==> config.mk <==
export PLATFORM = sky130hd
export DESIGN_NAME = cpu_top
export DESIGN_NICKNAME = d
export VERILOG_FILES = /design/src/cpu_pkg.sv /design/src/cpu_ifs.sv /design/src/cpu_top.sv /design/src/datapath.sv /design/src/forward_unit.sv /design/src/hazard_unit.sv /design/src/alu.sv /design/src/control_unit.sv /design/src/register_file.sv
export SDC_FILE = /design/constraint.sdc
export NUM_CORES = 2
export LEC_CHECK = 0
export BUFFER_PORTS_ARGS = -buffer_cell sky130_fd_sc_hd__buf_2
export CAP_MARGIN = 20
export CORE_UTILIZATION = 66
export CTS_BUF_LIST = sky130_fd_sc_hd__clkbuf_4 sky130_fd_sc_hd__clkbuf_8
export CTS_CLUSTER_SIZE = 14
export DETAILED_ROUTE_END_ITERATION = 7
export HOLD_SLACK_MARGIN = 0.06
export PLACE_DENSITY = 0.83
export SLEW_MARGIN = 40
export SYNTH_ARGS = -nofsm -noshare
export SYNTH_HDL_FRONTEND = slang
export SYNTH_HIERARCHICAL = 1
export SYNTH_SLANG_ARGS = --single-unit
==> constraint.sdc <==
create_clock -name CLK -period 7.7 [get_ports CLK]
set_clock_uncertainty 0.2 [all_clocks]
set_input_delay 0.77 -clock CLK [delete_from_list [all_inputs] [get_ports CLK]]
set_output_delay 0.77 -clock CLK [all_outputs]
set_load 0.05 [all_outputs]
==> src/cpu_pkg.sv <==
/*
  shared types for the pipelined core
  word and register index types, opcode and function enums,
  alu operation, writeback and forward select enums, reset pc
*/
package cpu_pkg;

  typedef logic [31:0] word_t;
  typedef logic [4:0]  regbits_t;

  // primary opcodes, instr[31:26]
  typedef enum logic [5:0] {
    RTYPE = 6'h00,
    J     = 6'h02,
    BEQ   = 6'h04,
    BNE   = 6'h05,
    ADDIU = 6'h09,
    ORI   = 6'h0d,
    LUI   = 6'h0f,
    LW    = 6'h23,
    SW    = 6'h2b,
    HALT  = 6'h3f
  } opcode_t;

  // r-type function codes, instr[5:0]
  typedef enum logic [5:0] {
    SLL  = 6'h00,
    ADDU = 6'h21,
    SUBU = 6'h23,
    AND  = 6'h24,
    OR   = 6'h25,
    SLT  = 6'h2a
  } funct_t;

  typedef enum logic [2:0] {
    ALU_SLL,
    ALU_ADD,
    ALU_SUB,
    ALU_AND,
    ALU_OR,
    ALU_SLT
  } aluop_t;

  typedef enum logic {
    WB_ALU,
    WB_MEM
  } wbsrc_t;

  typedef enum logic [1:0] {
    FWD_NONE,
    FWD_MEM,  // from ex/mem alu result
    FWD_WB    // from writeback mux
  } fwdsel_t;

  localparam word_t PC_INIT = 32'h0000_0000;

endpackage
==> src/cpu_ifs.sv <==
/*
  register file, forwarding unit and hazard unit interfaces
*/
interface register_file_if;
  import cpu_pkg::*;

  regbits_t rsel1, rsel2, wsel;
  logic     wen;
  word_t    wdat, rdat1, rdat2;

  modport rf (input rsel1, rsel2, wen, wsel, wdat, output rdat1, rdat2);
  modport dp (output rsel1, rsel2, wen, wsel, wdat, input rdat1, rdat2);
endinterface

interface forward_unit_if;
  import cpu_pkg::*;

  regbits_t ex_rs, ex_rt;
  regbits_t mem_rd, wb_rd;
  logic     mem_reg_write, wb_reg_write;
  fwdsel_t  fwd_a, fwd_b;

  modport fu (input ex_rs, ex_rt, mem_rd, mem_reg_write, wb_rd, wb_reg_write,
              output fwd_a, fwd_b);
  modport dp (output ex_rs, ex_rt, mem_rd, mem_reg_write, wb_rd, wb_reg_write,
              input fwd_a, fwd_b);
endinterface

interface hazard_unit_if;
  import cpu_pkg::*;

  regbits_t id_rs, id_rt, ex_rd, mem_rd;
  logic     id_branch, id_branch_neq, id_jump, is_equal;
  logic     ex_mem_read, ex_reg_write, mem_reg_write;
  logic     pc_en, ifid_en, flush_ifid, flush_idex;

  modport hu (input id_rs, id_rt, id_branch, id_branch_neq, id_jump, is_equal,
              input ex_mem_read, ex_reg_write, ex_rd, mem_reg_write, mem_rd,
              output pc_en, ifid_en, flush_ifid, flush_idex);
  modport dp (output id_rs, id_rt, id_branch, id_branch_neq, id_jump, is_equal,
              output ex_mem_read, ex_reg_write, ex_rd, mem_reg_write, mem_rd,
              input pc_en, ifid_en, flush_ifid, flush_idex);
endinterface

==> src/cpu_top.sv <==
/*
  processor top level
  plain instruction and data memory ports around the datapath
*/
module cpu_top (
  input  logic           CLK,
  input  logic           nRST,
  output logic           imemREN,
  output cpu_pkg::word_t imemaddr,
  input  cpu_pkg::word_t imemload,
  input  logic           ihit,
  output logic           dmemREN,
  output logic           dmemWEN,
  output cpu_pkg::word_t dmemaddr,
  output cpu_pkg::word_t dmemstore,
  input  cpu_pkg::word_t dmemload,
  input  logic           dhit,
  output logic           halt
);

  datapath DP (
    .CLK       (CLK),
    .nRST      (nRST),
    .imemREN   (imemREN),
    .imemaddr  (imemaddr),
    .imemload  (imemload),
    .ihit      (ihit),
    .dmemREN   (dmemREN),
    .dmemWEN   (dmemWEN),
    .dmemaddr  (dmemaddr),
    .dmemstore (dmemstore),
    .dmemload  (dmemload),
    .dhit      (dhit),
    .halt      (halt)
  );

endmodule

==> src/datapath.sv <==
/*
  five-stage pipeline datapath
  pc, if/id, id/ex, ex/mem, mem/wb registers, decode branch resolve,
  forwarding muxes, writeback mux, memory-stall freeze, halt
*/
module datapath (
  input  logic           CLK,
  input  logic           nRST,
  output logic           imemREN,
  output cpu_pkg::word_t imemaddr,
  input  cpu_pkg::word_t imemload,
  input  logic           ihit,
  output logic           dmemREN,
  output logic           dmemWEN,
  output cpu_pkg::word_t dmemaddr,
  output cpu_pkg::word_t dmemstore,
  input  cpu_pkg::word_t dmemload,
  input  logic           dhit,
  output logic           halt
);
  import cpu_pkg::*;

  typedef struct packed {
    word_t instr;
    word_t pc4;
  } ifid_t;

  typedef struct packed {
    aluop_t   alu_op;
    logic     alu_src_imm;
    logic     shift_src;
    logic     reg_write;
    logic     mem_read;
    logic     mem_write;
    logic     halt;
    wbsrc_t   wb_src;
    word_t    rdat1;
    word_t    rdat2;
    word_t    imm;
    regbits_t rs;
    regbits_t rt;
    regbits_t wsel;
  } idex_t;

  typedef struct packed {
    logic     reg_write;
    logic     mem_read;
    logic     mem_write;
    logic     halt;
    wbsrc_t   wb_src;
    word_t    alu_out;
    word_t    store_data;
    regbits_t wsel;
  } exmem_t;

  typedef struct packed {
    logic     reg_write;
    wbsrc_t   wb_src;
    word_t    alu_out;
    word_t    load_data;
    regbits_t wsel;
  } memwb_t;

  register_file_if rfif();
  forward_unit_if  fwif();
  hazard_unit_if   hzif();

  word_t  pc, pc_plus4, br_target, jmp_target;
  ifid_t  ifid;
  idex_t  idex;
  exmem_t exmem;
  memwb_t memwb;
  logic   freeze, fetch_done, halt_q;
  logic   dmem_done;  // data access served while fetch still waits
  word_t  load_q;

  aluop_t cu_alu_op;
  wbsrc_t cu_wb_src;
  word_t  cu_imm;
  logic   cu_alu_src_imm, cu_shift_src, cu_reg_dst_rd, cu_reg_write;
  logic   cu_mem_read, cu_mem_write, cu_branch, cu_branch_neq, cu_jump, cu_halt;

  word_t  fwd_a_val, fwd_b_val, alu_a, alu_b, alu_result, wb_data;

  register_file RF (.CLK(CLK), .nRST(nRST), .rfif(rfif));
  forward_unit  FWU (.fwif(fwif));
  hazard_unit   HZU (.hzif(hzif));

  control_unit CU (
    .instr(ifid.instr), .alu_op(cu_alu_op), .alu_src_imm(cu_alu_src_imm),
    .shift_src(cu_shift_src), .reg_dst_rd(cu_reg_dst_rd), .reg_write(cu_reg_write),
    .mem_read(cu_mem_read), .mem_write(cu_mem_write), .branch(cu_branch),
    .branch_neq(cu_branch_neq), .jump(cu_jump), .halt(cu_halt),
    .wb_src(cu_wb_src), .imm_ext(cu_imm)
  );

  alu ALU (
    .alu_op(idex.alu_op), .port_a(alu_a), .port_b(alu_b),
    .result(alu_result), .zero()
  );

  // whole pipeline holds on a missing fetch or a pending data access
  assign freeze = !ihit || ((dmemREN || dmemWEN) && !dhit);

  // fetch
  assign imemREN  = 1'b1;
  assign imemaddr = pc;
  assign pc_plus4 = pc + 32'd4;

  always_ff @(posedge CLK, negedge nRST) begin
    if (!nRST) begin
      pc <= PC_INIT;
    end else if (!freeze && hzif.pc_en && !cu_halt && !fetch_done) begin
      if (hzif.flush_ifid) pc <= cu_jump ? jmp_target : br_target;
      else pc <= pc_plus4;
    end
  end

  always_ff @(posedge CLK, negedge nRST) begin
    if (!nRST) begin
      ifid <= '0;
    end else if (!freeze && hzif.ifid_en) begin
      if (hzif.flush_ifid || cu_halt || fetch_done) ifid <= '0;  // bubble
      else ifid <= '{instr: imemload, pc4: pc_plus4};
    end
  end

  // no fetches past a halt once it leaves decode
  always_ff @(posedge CLK, negedge nRST) begin
    if (!nRST) fetch_done <= 1'b0;
    else if (!freeze && cu_halt && !hzif.flush_idex) fetch_done <= 1'b1;
  end

  // decode
  assign rfif.rsel1 = ifid.instr[25:21];
  assign rfif.rsel2 = ifid.instr[20:16];
  assign br_target  = ifid.pc4 + {cu_imm[29:0], 2'b00};
  assign jmp_target = {ifid.pc4[31:28], ifid.instr[25:0], 2'b00};

  assign hzif.id_rs         = ifid.instr[25:21];
  assign hzif.id_rt         = ifid.instr[20:16];
  assign hzif.id_branch     = cu_branch;
  assign hzif.id_branch_neq = cu_branch_neq;
  assign hzif.id_jump       = cu_jump;
  assign hzif.is_equal      = (rfif.rdat1 == rfif.rdat2);
  assign hzif.ex_mem_read   = idex.mem_read;
  assign hzif.ex_reg_write  = idex.reg_write;
  assign hzif.ex_rd         = idex.wsel;
  assign hzif.mem_reg_write = exmem.reg_write;
  assign hzif.mem_rd        = exmem.wsel;

  always_ff @(posedge CLK, negedge nRST) begin
    if (!nRST) begin
      idex <= '0;
    end else if (!freeze) begin
      if (hzif.flush_idex) begin
        idex <= '0;
      end else begin
        idex.alu_op      <= cu_alu_op;
        idex.alu_src_imm <= cu_alu_src_imm;
        idex.shift_src   <= cu_shift_src;
        idex.reg_write   <= cu_reg_write;
        idex.mem_read    <= cu_mem_read;
        idex.mem_write   <= cu_mem_write;
        idex.halt        <= cu_halt;
        idex.wb_src      <= cu_wb_src;
        idex.rdat1       <= rfif.rdat1;
        idex.rdat2       <= rfif.rdat2;
        idex.imm         <= cu_imm;
        idex.rs          <= ifid.instr[25:21];
        idex.rt          <= ifid.instr[20:16];
        idex.wsel        <= cu_reg_dst_rd ? ifid.instr[15:11] : ifid.instr[20:16];
      end
    end
  end

  // execute
  assign fwif.ex_rs         = idex.rs;
  assign fwif.ex_rt         = idex.rt;
  assign fwif.mem_rd        = exmem.wsel;
  assign fwif.mem_reg_write = exmem.reg_write;
  assign fwif.wb_rd         = memwb.wsel;
  assign fwif.wb_reg_write  = memwb.reg_write;

  always_comb begin
    case (fwif.fwd_a)
      FWD_MEM: fwd_a_val = exmem.alu_out;
      FWD_WB:  fwd_a_val = wb_data;
      default: fwd_a_val = idex.rdat1;
    endcase
    case (fwif.fwd_b)
      FWD_MEM: fwd_b_val = exmem.alu_out;
      FWD_WB:  fwd_b_val = wb_data;
      default: fwd_b_val = idex.rdat2;
    endcase
  end

  assign alu_a = idex.shift_src ? idex.imm : fwd_a_val;
  assign alu_b = idex.alu_src_imm ? idex.imm : fwd_b_val;

  always_ff @(posedge CLK, negedge nRST) begin
    if (!nRST) begin
      exmem <= '0;
    end else if (!freeze) begin
      exmem.reg_write  <= idex.reg_write;
      exmem.mem_read   <= idex.mem_read;
      exmem.mem_write  <= idex.mem_write;
      exmem.halt       <= idex.halt;
      exmem.wb_src     <= idex.wb_src;
      exmem.alu_out    <= alu_result;
      exmem.store_data <= fwd_b_val;  // forwarded store data
      exmem.wsel       <= idex.wsel;
    end
  end

  // memory
  assign dmemREN   = exmem.mem_read && !dmem_done;
  assign dmemWEN   = exmem.mem_write && !dmem_done;
  assign dmemaddr  = exmem.alu_out;
  assign dmemstore = exmem.store_data;

  // a data hit during a fetch wait ends the request, load data kept here
  always_ff @(posedge CLK, negedge nRST) begin
    if (!nRST) begin
      dmem_done <= 1'b0;
      load_q    <= '0;
    end else if (!freeze) begin
      dmem_done <= 1'b0;
    end else if ((dmemREN || dmemWEN) && dhit) begin
      dmem_done <= 1'b1;
      load_q    <= dmemload;
    end
  end

  always_ff @(posedge CLK, negedge nRST) begin
    if (!nRST) begin
      memwb <= '0;
    end else if (!freeze) begin
      memwb.reg_write <= exmem.reg_write;
      memwb.wb_src    <= exmem.wb_src;
      memwb.alu_out   <= exmem.alu_out;
      memwb.load_data <= dmem_done ? load_q : dmemload;
      memwb.wsel      <= exmem.wsel;
    end
  end

  // writeback
  assign wb_data   = (memwb.wb_src == WB_MEM) ? memwb.load_data : memwb.alu_out;
  assign rfif.wen  = memwb.reg_write;
  assign rfif.wsel = memwb.wsel;
  assign rfif.wdat = wb_data;

  always_ff @(posedge CLK, negedge nRST) begin
    if (!nRST) halt_q <= 1'b0;
    else if (!freeze && exmem.halt) halt_q <= 1'b1;  // sticky
  end

  assign halt = halt_q;

  a_one_dmem_req: assert property (@(posedge CLK) disable iff (!nRST)
    !(dmemREN && dmemWEN));

  a_halt_sticky: assert property (@(posedge CLK) disable iff (!nRST)
    halt |=> halt && $stable(pc));

endmodule

==> src/forward_unit.sv <==
/*
  forwarding unit
  execute operand selects from mem and wb, mem has priority
*/
module forward_unit (
  forward_unit_if.fu fwif
);
  import cpu_pkg::*;

  logic mem_ok, wb_ok;

  // r0 is never a forwarding source
  assign mem_ok = fwif.mem_reg_write && (fwif.mem_rd != '0);
  assign wb_ok  = fwif.wb_reg_write && (fwif.wb_rd != '0);

  always_comb begin
    if (mem_ok && fwif.mem_rd == fwif.ex_rs) fwif.fwd_a = FWD_MEM;
    else if (wb_ok && fwif.wb_rd == fwif.ex_rs) fwif.fwd_a = FWD_WB;
    else fwif.fwd_a = FWD_NONE;
  end

  always_comb begin
    if (mem_ok && fwif.mem_rd == fwif.ex_rt) fwif.fwd_b = FWD_MEM;
    else if (wb_ok && fwif.wb_rd == fwif.ex_rt) fwif.fwd_b = FWD_WB;
    else fwif.fwd_b = FWD_NONE;
  end

endmodule

==> src/hazard_unit.sv <==
/*
  hazard detection
  load-use and branch operand stalls, branch/jump flush, pc enable
*/
module hazard_unit (
  hazard_unit_if.hu hzif
);
  logic ex_match, mem_match;
  logic load_use, branch_wait, stall, taken;

  // decode source matches a nonzero producer
  assign ex_match = (hzif.ex_rd != '0) &&
                    (hzif.ex_rd == hzif.id_rs || hzif.ex_rd == hzif.id_rt);
  assign mem_match = (hzif.mem_rd != '0) &&
                     (hzif.mem_rd == hzif.id_rs || hzif.mem_rd == hzif.id_rt);

  assign load_use = hzif.ex_mem_read && ex_match;

  // decode compare reads the register file, so wait for ex and mem producers
  assign branch_wait = hzif.id_branch &&
                       ((hzif.ex_reg_write && ex_match) ||
                        (hzif.mem_reg_write && mem_match));

  assign stall = load_use || branch_wait;
  assign taken = hzif.id_jump ||
                 (hzif.id_branch && (hzif.is_equal != hzif.id_branch_neq));

  assign hzif.pc_en      = !stall;
  assign hzif.ifid_en    = !stall;
  assign hzif.flush_idex = stall;             // bubble into execute
  assign hzif.flush_ifid = !stall && taken;

endmodule

==> src/alu.sv <==
/*
  combinational alu
  add, sub, and, or, signed slt, sll, zero flag
*/
module alu (
  input  cpu_pkg::aluop_t alu_op,
  input  cpu_pkg::word_t  port_a,
  input  cpu_pkg::word_t  port_b,
  output cpu_pkg::word_t  result,
  output logic            zero
);
  import cpu_pkg::*;

  always_comb begin
    case (alu_op)
      ALU_SLL: result = port_b << port_a[4:0];  // port_a holds shamt
      ALU_ADD: result = port_a + port_b;
      ALU_SUB: result = port_a - port_b;
      ALU_AND: result = port_a & port_b;
      ALU_OR:  result = port_a | port_b;
      ALU_SLT: result = {31'b0, $signed(port_a) < $signed(port_b)};
      default: result = '0;
    endcase
  end

  assign zero = (result == '0);

endmodule

==> src/control_unit.sv <==
/*
  instruction decoder
  opcode and function to pipeline control fields, immediate extension
*/
module control_unit (
  input  cpu_pkg::word_t  instr,
  output cpu_pkg::aluop_t alu_op,
  output logic            alu_src_imm,
  output logic            shift_src,
  output logic            reg_dst_rd,
  output logic            reg_write,
  output logic            mem_read,
  output logic            mem_write,
  output logic            branch,
  output logic            branch_neq,
  output logic            jump,
  output logic            halt,
  output cpu_pkg::wbsrc_t wb_src,
  output cpu_pkg::word_t  imm_ext
);
  import cpu_pkg::*;

  opcode_t op;
  funct_t  fn;

  assign op = opcode_t'(instr[31:26]);
  assign fn = funct_t'(instr[5:0]);

  always_comb begin
    // defaults decode as a no-op
    alu_op      = ALU_ADD;
    alu_src_imm = 1'b0;
    shift_src   = 1'b0;
    reg_dst_rd  = 1'b0;
    reg_write   = 1'b0;
    mem_read    = 1'b0;
    mem_write   = 1'b0;
    branch      = 1'b0;
    branch_neq  = 1'b0;
    jump        = 1'b0;
    halt        = 1'b0;
    wb_src      = WB_ALU;
    imm_ext     = {{16{instr[15]}}, instr[15:0]};

    case (op)
      RTYPE: begin
        reg_dst_rd = 1'b1;
        reg_write  = 1'b1;
        imm_ext    = {27'b0, instr[10:6]};  // shamt rides in the immediate
        case (fn)
          SLL: begin
            alu_op    = ALU_SLL;
            shift_src = 1'b1;
          end
          ADDU:    alu_op = ALU_ADD;
          SUBU:    alu_op = ALU_SUB;
          AND:     alu_op = ALU_AND;
          OR:      alu_op = ALU_OR;
          SLT:     alu_op = ALU_SLT;
          default: reg_write = 1'b0;
        endcase
      end
      ADDIU: begin
        alu_src_imm = 1'b1;
        reg_write   = 1'b1;
      end
      ORI: begin
        alu_op      = ALU_OR;
        alu_src_imm = 1'b1;
        reg_write   = 1'b1;
        imm_ext     = {16'b0, instr[15:0]};
      end
      LUI: begin
        alu_op      = ALU_OR;  // rs is r0
        alu_src_imm = 1'b1;
        reg_write   = 1'b1;
        imm_ext     = {instr[15:0], 16'b0};
      end
      LW: begin
        alu_src_imm = 1'b1;
        reg_write   = 1'b1;
        mem_read    = 1'b1;
        wb_src      = WB_MEM;
      end
      SW: begin
        alu_src_imm = 1'b1;
        mem_write   = 1'b1;
      end
      BEQ:     branch = 1'b1;
      BNE: begin
        branch     = 1'b1;
        branch_neq = 1'b1;
      end
      J:       jump = 1'b1;
      HALT:    halt = 1'b1;
      default: ;
    endcase
  end

endmodule

==> src/register_file.sv <==
/*
  32x32 register file, two read ports and one write port
  r0 reads zero, reads see a same-cycle write
*/
module register_file (
  input logic CLK,
  input logic nRST,
  register_file_if.rf rfif
);
  import cpu_pkg::*;

  word_t regs [31:1];  // no storage for r0

  always_ff @(posedge CLK, negedge nRST) begin
    if (!nRST) begin
      for (int i = 1; i < 32; i++) begin
        regs[i] <= '0;
      end
    end else if (rfif.wen && rfif.wsel != '0) begin
      regs[rfif.wsel] <= rfif.wdat;
    end
  end

  // bypass the write port so decode sees wb results
  always_comb begin
    if (rfif.rsel1 == '0) rfif.rdat1 = '0;
    else if (rfif.wen && rfif.wsel == rfif.rsel1) rfif.rdat1 = rfif.wdat;
    else rfif.rdat1 = regs[rfif.rsel1];

    if (rfif.rsel2 == '0) rfif.rdat2 = '0;
    else if (rfif.wen && rfif.wsel == rfif.rsel2) rfif.rdat2 = rfif.wdat;
    else rfif.rdat2 = regs[rfif.rsel2];
  end

  a_wdat_known: assert property (@(posedge CLK) disable iff (!nRST)
    rfif.wen |-> !$isunknown(rfif.wdat));

endmodule

After elaboration in Yosys (flattened, before gate mapping)
Index checks and enable logic that the tools add are counted.
{"block": "op_classes", "addsub": 4, "order_cmp": 5, "eq_ne": 36, "n_shift": 1, "n_mux": 44, "bitwise_logic": 2, "reduce_logical": 57}
{"op": "$bwmux W992", "count": 1}
{"op": "$mux W32", "count": 13}
{"op": "$bmux W32 S5", "count": 2}
{"op": "$pmux W32 S6", "count": 1}
{"op": "$demux W32 S5", "count": 1}
{"op": "$pmux W32 S2", "count": 2}
{"op": "$mux W121", "count": 1}
{"op": "$pmux W32 S3", "count": 1}
{"op": "$add A32 B32 Y32", "count": 2}
{"op": "$mux W64", "count": 1}
{"op": "$eq A5 B5 Y1", "count": 10}
{"op": "$eq A6 B6 Y1 const B", "count": 8}
{"op": "$add A32 B3 Y32 const B", "count": 1}
{"op": "$and A32 B32 Y32", "count": 1}
{"op": "$eq A32 B32 Y1", "count": 1}
{"op": "$lt A32 B32 Y1", "count": 1}
{"op": "$or A32 B32 Y32", "count": 1}
{"op": "$shl A32 B5 Y32", "count": 1}
{"op": "$sub A32 B32 Y32", "count": 1}
{"op": "$logic_and A1 B1 Y1", "count": 27}
{"op": "$eq A6 B4 Y1 const B", "count": 3}
{"op": "$lt A5 B6 Y1 const B", "count": 3}
{"op": "$pmux W3 S5", "count": 1}
{"op": "$reduce_bool A5 Y1", "count": 3}
{"op": "other kinds (25)", "count": 62}
{"block": "word_totals", "reg_bits": 1389, "output_inout_bits": 100, "word_cells": 214}

Logic depth before layout (Yosys ltp)
{"block": "depth", "depth_word": 12, "ltp_mapped": 28, "ltp_nobuf": 24}

Modules after synthesis
Netlist, hierarchy kept.
{"module": "register_file", "n_inst": 1, "cells_per_inst": 3664, "area_per_inst_um2": 53304.9, "seq_area_each_um2": 24823.8}
{"module": "datapath", "n_inst": 1, "cells_per_inst": 2440, "area_per_inst_um2": 21405.5, "seq_area_each_um2": 9934.5}
{"module": "alu", "n_inst": 1, "cells_per_inst": 1110, "area_per_inst_um2": 7302.0, "seq_area_each_um2": 0.0}
{"module": "control_unit", "n_inst": 1, "cells_per_inst": 96, "area_per_inst_um2": 640.6, "seq_area_each_um2": 0.0}
{"module": "hazard_unit", "n_inst": 1, "cells_per_inst": 42, "area_per_inst_um2": 311.5, "seq_area_each_um2": 0.0}
{"module": "forward_unit", "n_inst": 1, "cells_per_inst": 34, "area_per_inst_um2": 257.7, "seq_area_each_um2": 0.0}

Worst setup path after synthesis
Ideal clock, no wire load.
{"block": "synth_path", "path_kind": "register to register", "from": "reg DP.exmem, in the netlist DP/fwif.mem_rd[1]", "to": "reg DP.exmem, in the netlist DP/dmemaddr[24]", "arrival_time_ns": 6.024, "t_required_ns": 7.435, "slack_ns": 1.411, "path_stages_with_launch": 26, "n_path_buf": 4, "synth_period_minus_slack_ns": 6.289, "path_cell_list": "dfrtp_1 or4_1 o21ai_2 nor4_1 nor4_1 ha_1 clkbuf_1 clkbuf_1 a21oi_1 o21ai_0 inv_1 clkbuf_1 buf_1 ha_1 a211oi_1 nor2_1 o211ai_1 o211ai_1 a221o_1 a21oi_1 inv_1 o311ai_0 o31ai_1 o31ai_1 nand2_1 nand2_1"}
{"block": "synth_via", "elab_chain_len": 9, "elab_cells_between_ends": 22}
{"element": "start, declared", "line": "datapath.sv:71", "source": "exmem_t exmem;"}
{"element": "$reduce_bool A5 Y1", "line": "forward_unit.sv:13", "source": "assign mem_ok = fwif.mem_reg_write && (fwif.mem_rd != '0);"}
{"element": "$logic_and A1 B1 Y1", "line": "forward_unit.sv:13"}
{"element": "$logic_and A1 B1 Y1 (*)", "line": "forward_unit.sv:17", "source": "if (mem_ok && fwif.mem_rd == fwif.ex_rs) fwif.fwd_a = FWD_MEM;"}
{"element": "$mux W2 (*)", "line": "forward_unit.sv:17"}
{"element": "net DP.fwif.fwd_a[0]", "line": "cpu_ifs.sv:21", "source": "fwdsel_t fwd_a, fwd_b;"}
{"element": "$eq A2 B2 Y1 or $eq A2 B1 Y1 (tied branches)", "line": "datapath.sv:186", "source": "case (fwif.fwd_a)"}
{"element": "$pmux W32 S2 (*)", "line": "datapath.sv:186"}
{"element": "$mux W32 (*)", "line": "datapath.sv:198", "source": "assign alu_a = idex.shift_src ? idex.imm : fwd_a_val;"}
{"element": "net DP.alu_a[2]", "line": "datapath.sv:83", "source": "word_t fwd_a_val, fwd_b_val, alu_a, alu_b, alu_result, wb_data;"}
{"element": "$sub A32 B32 Y32, or another cell as far along", "line": "alu.sv:18", "source": "ALU_SUB: result = port_a - port_b;"}
{"element": "$pmux W32 S6 (*)", "line": "alu.sv:15", "source": "case (alu_op)"}
{"element": "net DP.alu_result[24]", "line": "datapath.sv:83"}
The timed path passes the listed nets; every way through them passes the cells marked *.
A chain may end at the register's enable or synchronous reset.

Final worst setup path
{"block": "layout_path", "from": "reg DP.ifid, in the netlist DP/hzif.id_rt[1]", "to": "reg DP.pc[21] (netlist: DP/imemaddr[21])"}
{"block": "layout_via", "elab_cells_between_ends": 29}
{"element": "start, declared", "line": "datapath.sv:69", "source": "ifid_t ifid;"}
{"element": "start signal, assigned", "line": "datapath.sv:124", "source": "else ifid <= '{instr: imemload, pc4: pc_plus4};"}
{"element": "$bmux W32 S5 or $eq A5 B5 Y1 (tied branches)", "line": "register_file.sv:32, register_file.sv:31"}
{"element": "$mux W32 (implied by the code) or $logic_and A1 B1 Y1 (tied branches)", "line": "register_file.sv:32, register_file.sv:31"}
{"element": "$mux W32", "line": "register_file.sv:31", "source": "else if (rfif.wen && rfif.wsel == rfif.rsel2) rfif.rdat2 = rfif.wdat;"}
{"element": "$mux W32 (*)", "line": "register_file.sv:30", "source": "if (rfif.rsel2 == '0) rfif.rdat2 = '0;"}
{"element": "net DP.rfif.rdat2[5]", "line": "cpu_ifs.sv:9", "source": "word_t wdat, rdat1, rdat2;"}
{"element": "$eq A32 B32 Y1 (*)", "line": "datapath.sv:145", "source": "assign hzif.is_equal = (rfif.rdat1 == rfif.rdat2);"}
{"element": "net DP.hzif.is_equal", "line": "cpu_ifs.sv:33", "source": "logic id_branch, id_branch_neq, id_jump, is_equal;"}
{"element": "$ne A1 B1 Y1 (*)", "line": "hazard_unit.sv:26", "source": "(hzif.id_branch && (hzif.is_equal != hzif.id_branch_neq));"}
{"element": "$logic_and A1 B1 Y1 (*)", "line": "hazard_unit.sv:26"}
{"element": "$logic_or A1 B1 Y1 (*)", "line": "hazard_unit.sv:25", "source": "assign taken = hzif.id_jump ||"}
{"element": "$logic_and A1 B1 Y1 (*)", "line": "hazard_unit.sv:31", "source": "assign hzif.flush_ifid = !stall && taken;"}
{"element": "net DP.hzif.flush_ifid", "line": "cpu_ifs.sv:35", "source": "logic pc_en, ifid_en, flush_ifid, flush_idex;"}
{"element": "$mux W32 (*)", "line": "datapath.sv:114", "source": "if (hzif.flush_ifid) pc <= cu_jump ? jmp_target : br_target;"}
{"element": "end signal, assigned", "line": "datapath.sv:114"}
{"element": "end signal, assigned", "line": "datapath.sv:115", "source": "else pc <= pc_plus4;"}
{"element": "end, declared", "line": "datapath.sv:68", "source": "word_t pc, pc_plus4, br_target, jmp_target;"}
The timed path passes the listed nets; every way through them passes the cells marked *. The select of a mux whose other input is x is not followed.

==> metrics <==
combinational share of power=33.7%; syn_nets=7576; yosys warns=6; initial antenna violation count=14; Flop pwr share=37.0%; Crit Path Class=register to register; Via density=7.51; Final Non-Filler Cells=9171; Clk Latency, worst-skew pair=1.01 ns; min setup slack post-route=-0.177 ns; Initial Util=66.8%; switching part of the total=40.1%; commonest non-fill, non-tap cells in the layout=1376 x dfrtp_1, 1129 x mux2_2, 759 x nand2_1; Psw=10.3 mW; Pwr per Cell Area=280 nW/um2; WHS=0.0839 ns; Max VDD drop=0.000247 V; leak pwr=41.2 nW; Least-Margin Pin Slew=1.03 ns; failing checks=DRC, setup timing; TritonCTS Buffers=221; final net count=7550; Setup Viol. Count Final=3; Crit. End Element=register; maximum number of pins on one net before global-route repair=239; vias in the first global route=68000; max-cap viol count=0; max-slew violation count=0; Rel. slew slack=30.4%; crit-path max FO=41; Routed Antenna Nets=0; IO buf count=166; io pins=168; DP HPWL=190000 um; CP max-delay cell=nor4_1; Global Route Usage Sum=47.1%; fmax=0.127 GHz; CP max stage delay=0.86 ns; Clock Path Buffers=3; Die Ht=357 um; origin of the worst setup path=DP/hzif.id_rt[1]$_DFFE_PN0P_; DR iter-0 viols=10700; Clock Power Share=29.3%; row count=129; Netlist Area Pre-Place=83100 um2; placed cells=8680; status=complete, but fails checks; Clk pin slew, worst setup/hold paths=0.07 ns; Reg2Reg Depth=20; post-layout minimum cycle time=7.88 ns; drt first pass iters=8; Critical Path Sink=DP/imemaddr[21]$_DFFE_PN0P_; placer congestion estimate=1.06; Synth Area per Inst=11.3 um2; first-pass GRT wire length=443000 um; GRT overflow=0; critical path required time=8.35 ns; core area=124000 um2; DRC violations left=14; clock root buffer=clkbuf_8; clk sinks=1389; R2R Path End=DP/imemaddr[21]$_DFFE_PN0P_; worst endpoint data arrival time=8.53 ns; share of cells above drive strength 1=33.5%; Post-Syn Instances=7365; RSZ-0062 raised after global routing=no; Power, Total=25.6 mW; final WL=301000 um; H-tree Lvls=4; most common cell after layout, fill and taps aside=dfrtp_1; Hold Fails Final Rpt=0; R2R Setup Slk=-0.18 ns; via count=68900; crit share post-route=102%; Die X=357 um; Wirelength per Cell=32.8 um; die area=127000 um2; start of the worst register-to-register path=DP/hzif.id_rt[1]$_DFFE_PN0P_; CP Cell Sequence=buf_12, buf_4, mux4_2, a22oi_1, nand2_1, nor4_1, buf_4, nor3_1, xor2_1, nor4_1, nand4_1, nor2_1, xor2_1, a21oi_1, a221oi_4, inv_1, or3_1, a2111oi_0, nand2b_1, a311oi_1; Startpoint Class=register; Syn-to-layout area delta=9.91%; Hold Path Class=input pin to async pin; Int Pwr=15.3 mW; CTS tree=yes
registers in the layout, summed over array words and instances, names as in the netlist, 32 cells and up:
name,cells
DP/RF/regs,992
DP/dmemaddr,32
DP/dmemstore,32
DP/idex,104
DP/ifid,54
DP/imemaddr,32
DP/load_q,32
DP/memwb,65
through the flow:
stage / util, % / setup TNS [ns] / instance area (um2) / worst slack, ns
3_5_place_dp: 68.5 / 0 / 85200 / 0.578
3_3_place_gp: 68.3 / 0 / 84900 / 0.644
5_1_grt: 73.5 / 0 / 91300 / 0.0277
6_report: 73.5 / -0.373 / 91300 / -0.177
4_1_cts: 73.3 / 0 / 91000 / 0.459
2_1_floorplan: - / 0 / 83100 / 1.43
how the worst min path moves through the flow:
stage                                  to                startpoint
2_1_floorplan    DP/exmem[69]$_DFFE_PN0N_  DP/idex[111]$_DFFE_PN0N_
3_3_place_gp     DP/memwb[69]$_DFFE_PN0N_  DP/exmem[69]$_DFFE_PN0N_
3_5_place_dp     DP/exmem[70]$_DFFE_PN0N_  DP/idex[112]$_DFFE_PN0N_
4_1_cts        DP/imemaddr[3]$_DFFE_PN0P_                      nRST
5_1_grt        DP/imemaddr[4]$_DFFE_PN0P_                      nRST
6_report       DP/imemaddr[4]$_DFFE_PN0P_                      nRST
critical path, delay by kind of cell (launching register included):
family | cells | cell delay [ns]
buffers and inverters | 4 | 1.10
AND/OR/NAND/NOR | 8 | 3.14
XOR/XNOR | 2 | 0.42
AO/OA/AOI/OAI | 5 | 1.42
flip-flops | 1 | 0.85
multiplexers | 1 | 0.56
timing repair:
action                                 CTS  global route
setup buffers                            0             0
resized for setup                        0             3
endpoints found under the hold margin  324             0
hold buffers                            67             0
setup endpoints to repair                0             2
power groups by stage:
stage	combinational (mW)	clock, mW	sequential, mW
floorplan	5.77	0	8.92
global placement	7.92	0	9.38
detailed placement	8.10	0	9.45
CTS	8.19	7.37	9.34
global route	8.97	7.73	9.50
finish	8.61	7.50	9.46
final cells by class:
type | instances | area [um2]
Timing Repair Buffer | 472 | 3790
Clock buffer | 343 | 4350
Multi-Input combinational cell | 5131 | 45000
Antenna cell | 7 | 17.5
Inverter | 124 | 465
Tap cell | 1637 | 2050
Fill cell | 7833 | 33000
Sequential cell | 1389 | 34800
Clock inverter | 68 | 838
metal layers:
| metal | routed length (um) | vias to the layer above | global-route usage (%) | share of wire (%) |
|---|---|---|---|---|
| met5 | 116 | - | 0.0741 | 0.039 |
| met4 | 23800 | 16 | 30.8 | 7.9 |
| met3 | 45200 | 1608 | 19.6 | 15 |
| met2 | 128000 | 5819 | 66.6 | 43 |
| met1 | 103000 | 34200 | 59.6 | 34 |
| li1 | - | 27200 | - | - |
No activity file was read; power rests on OpenSTA's default activity.
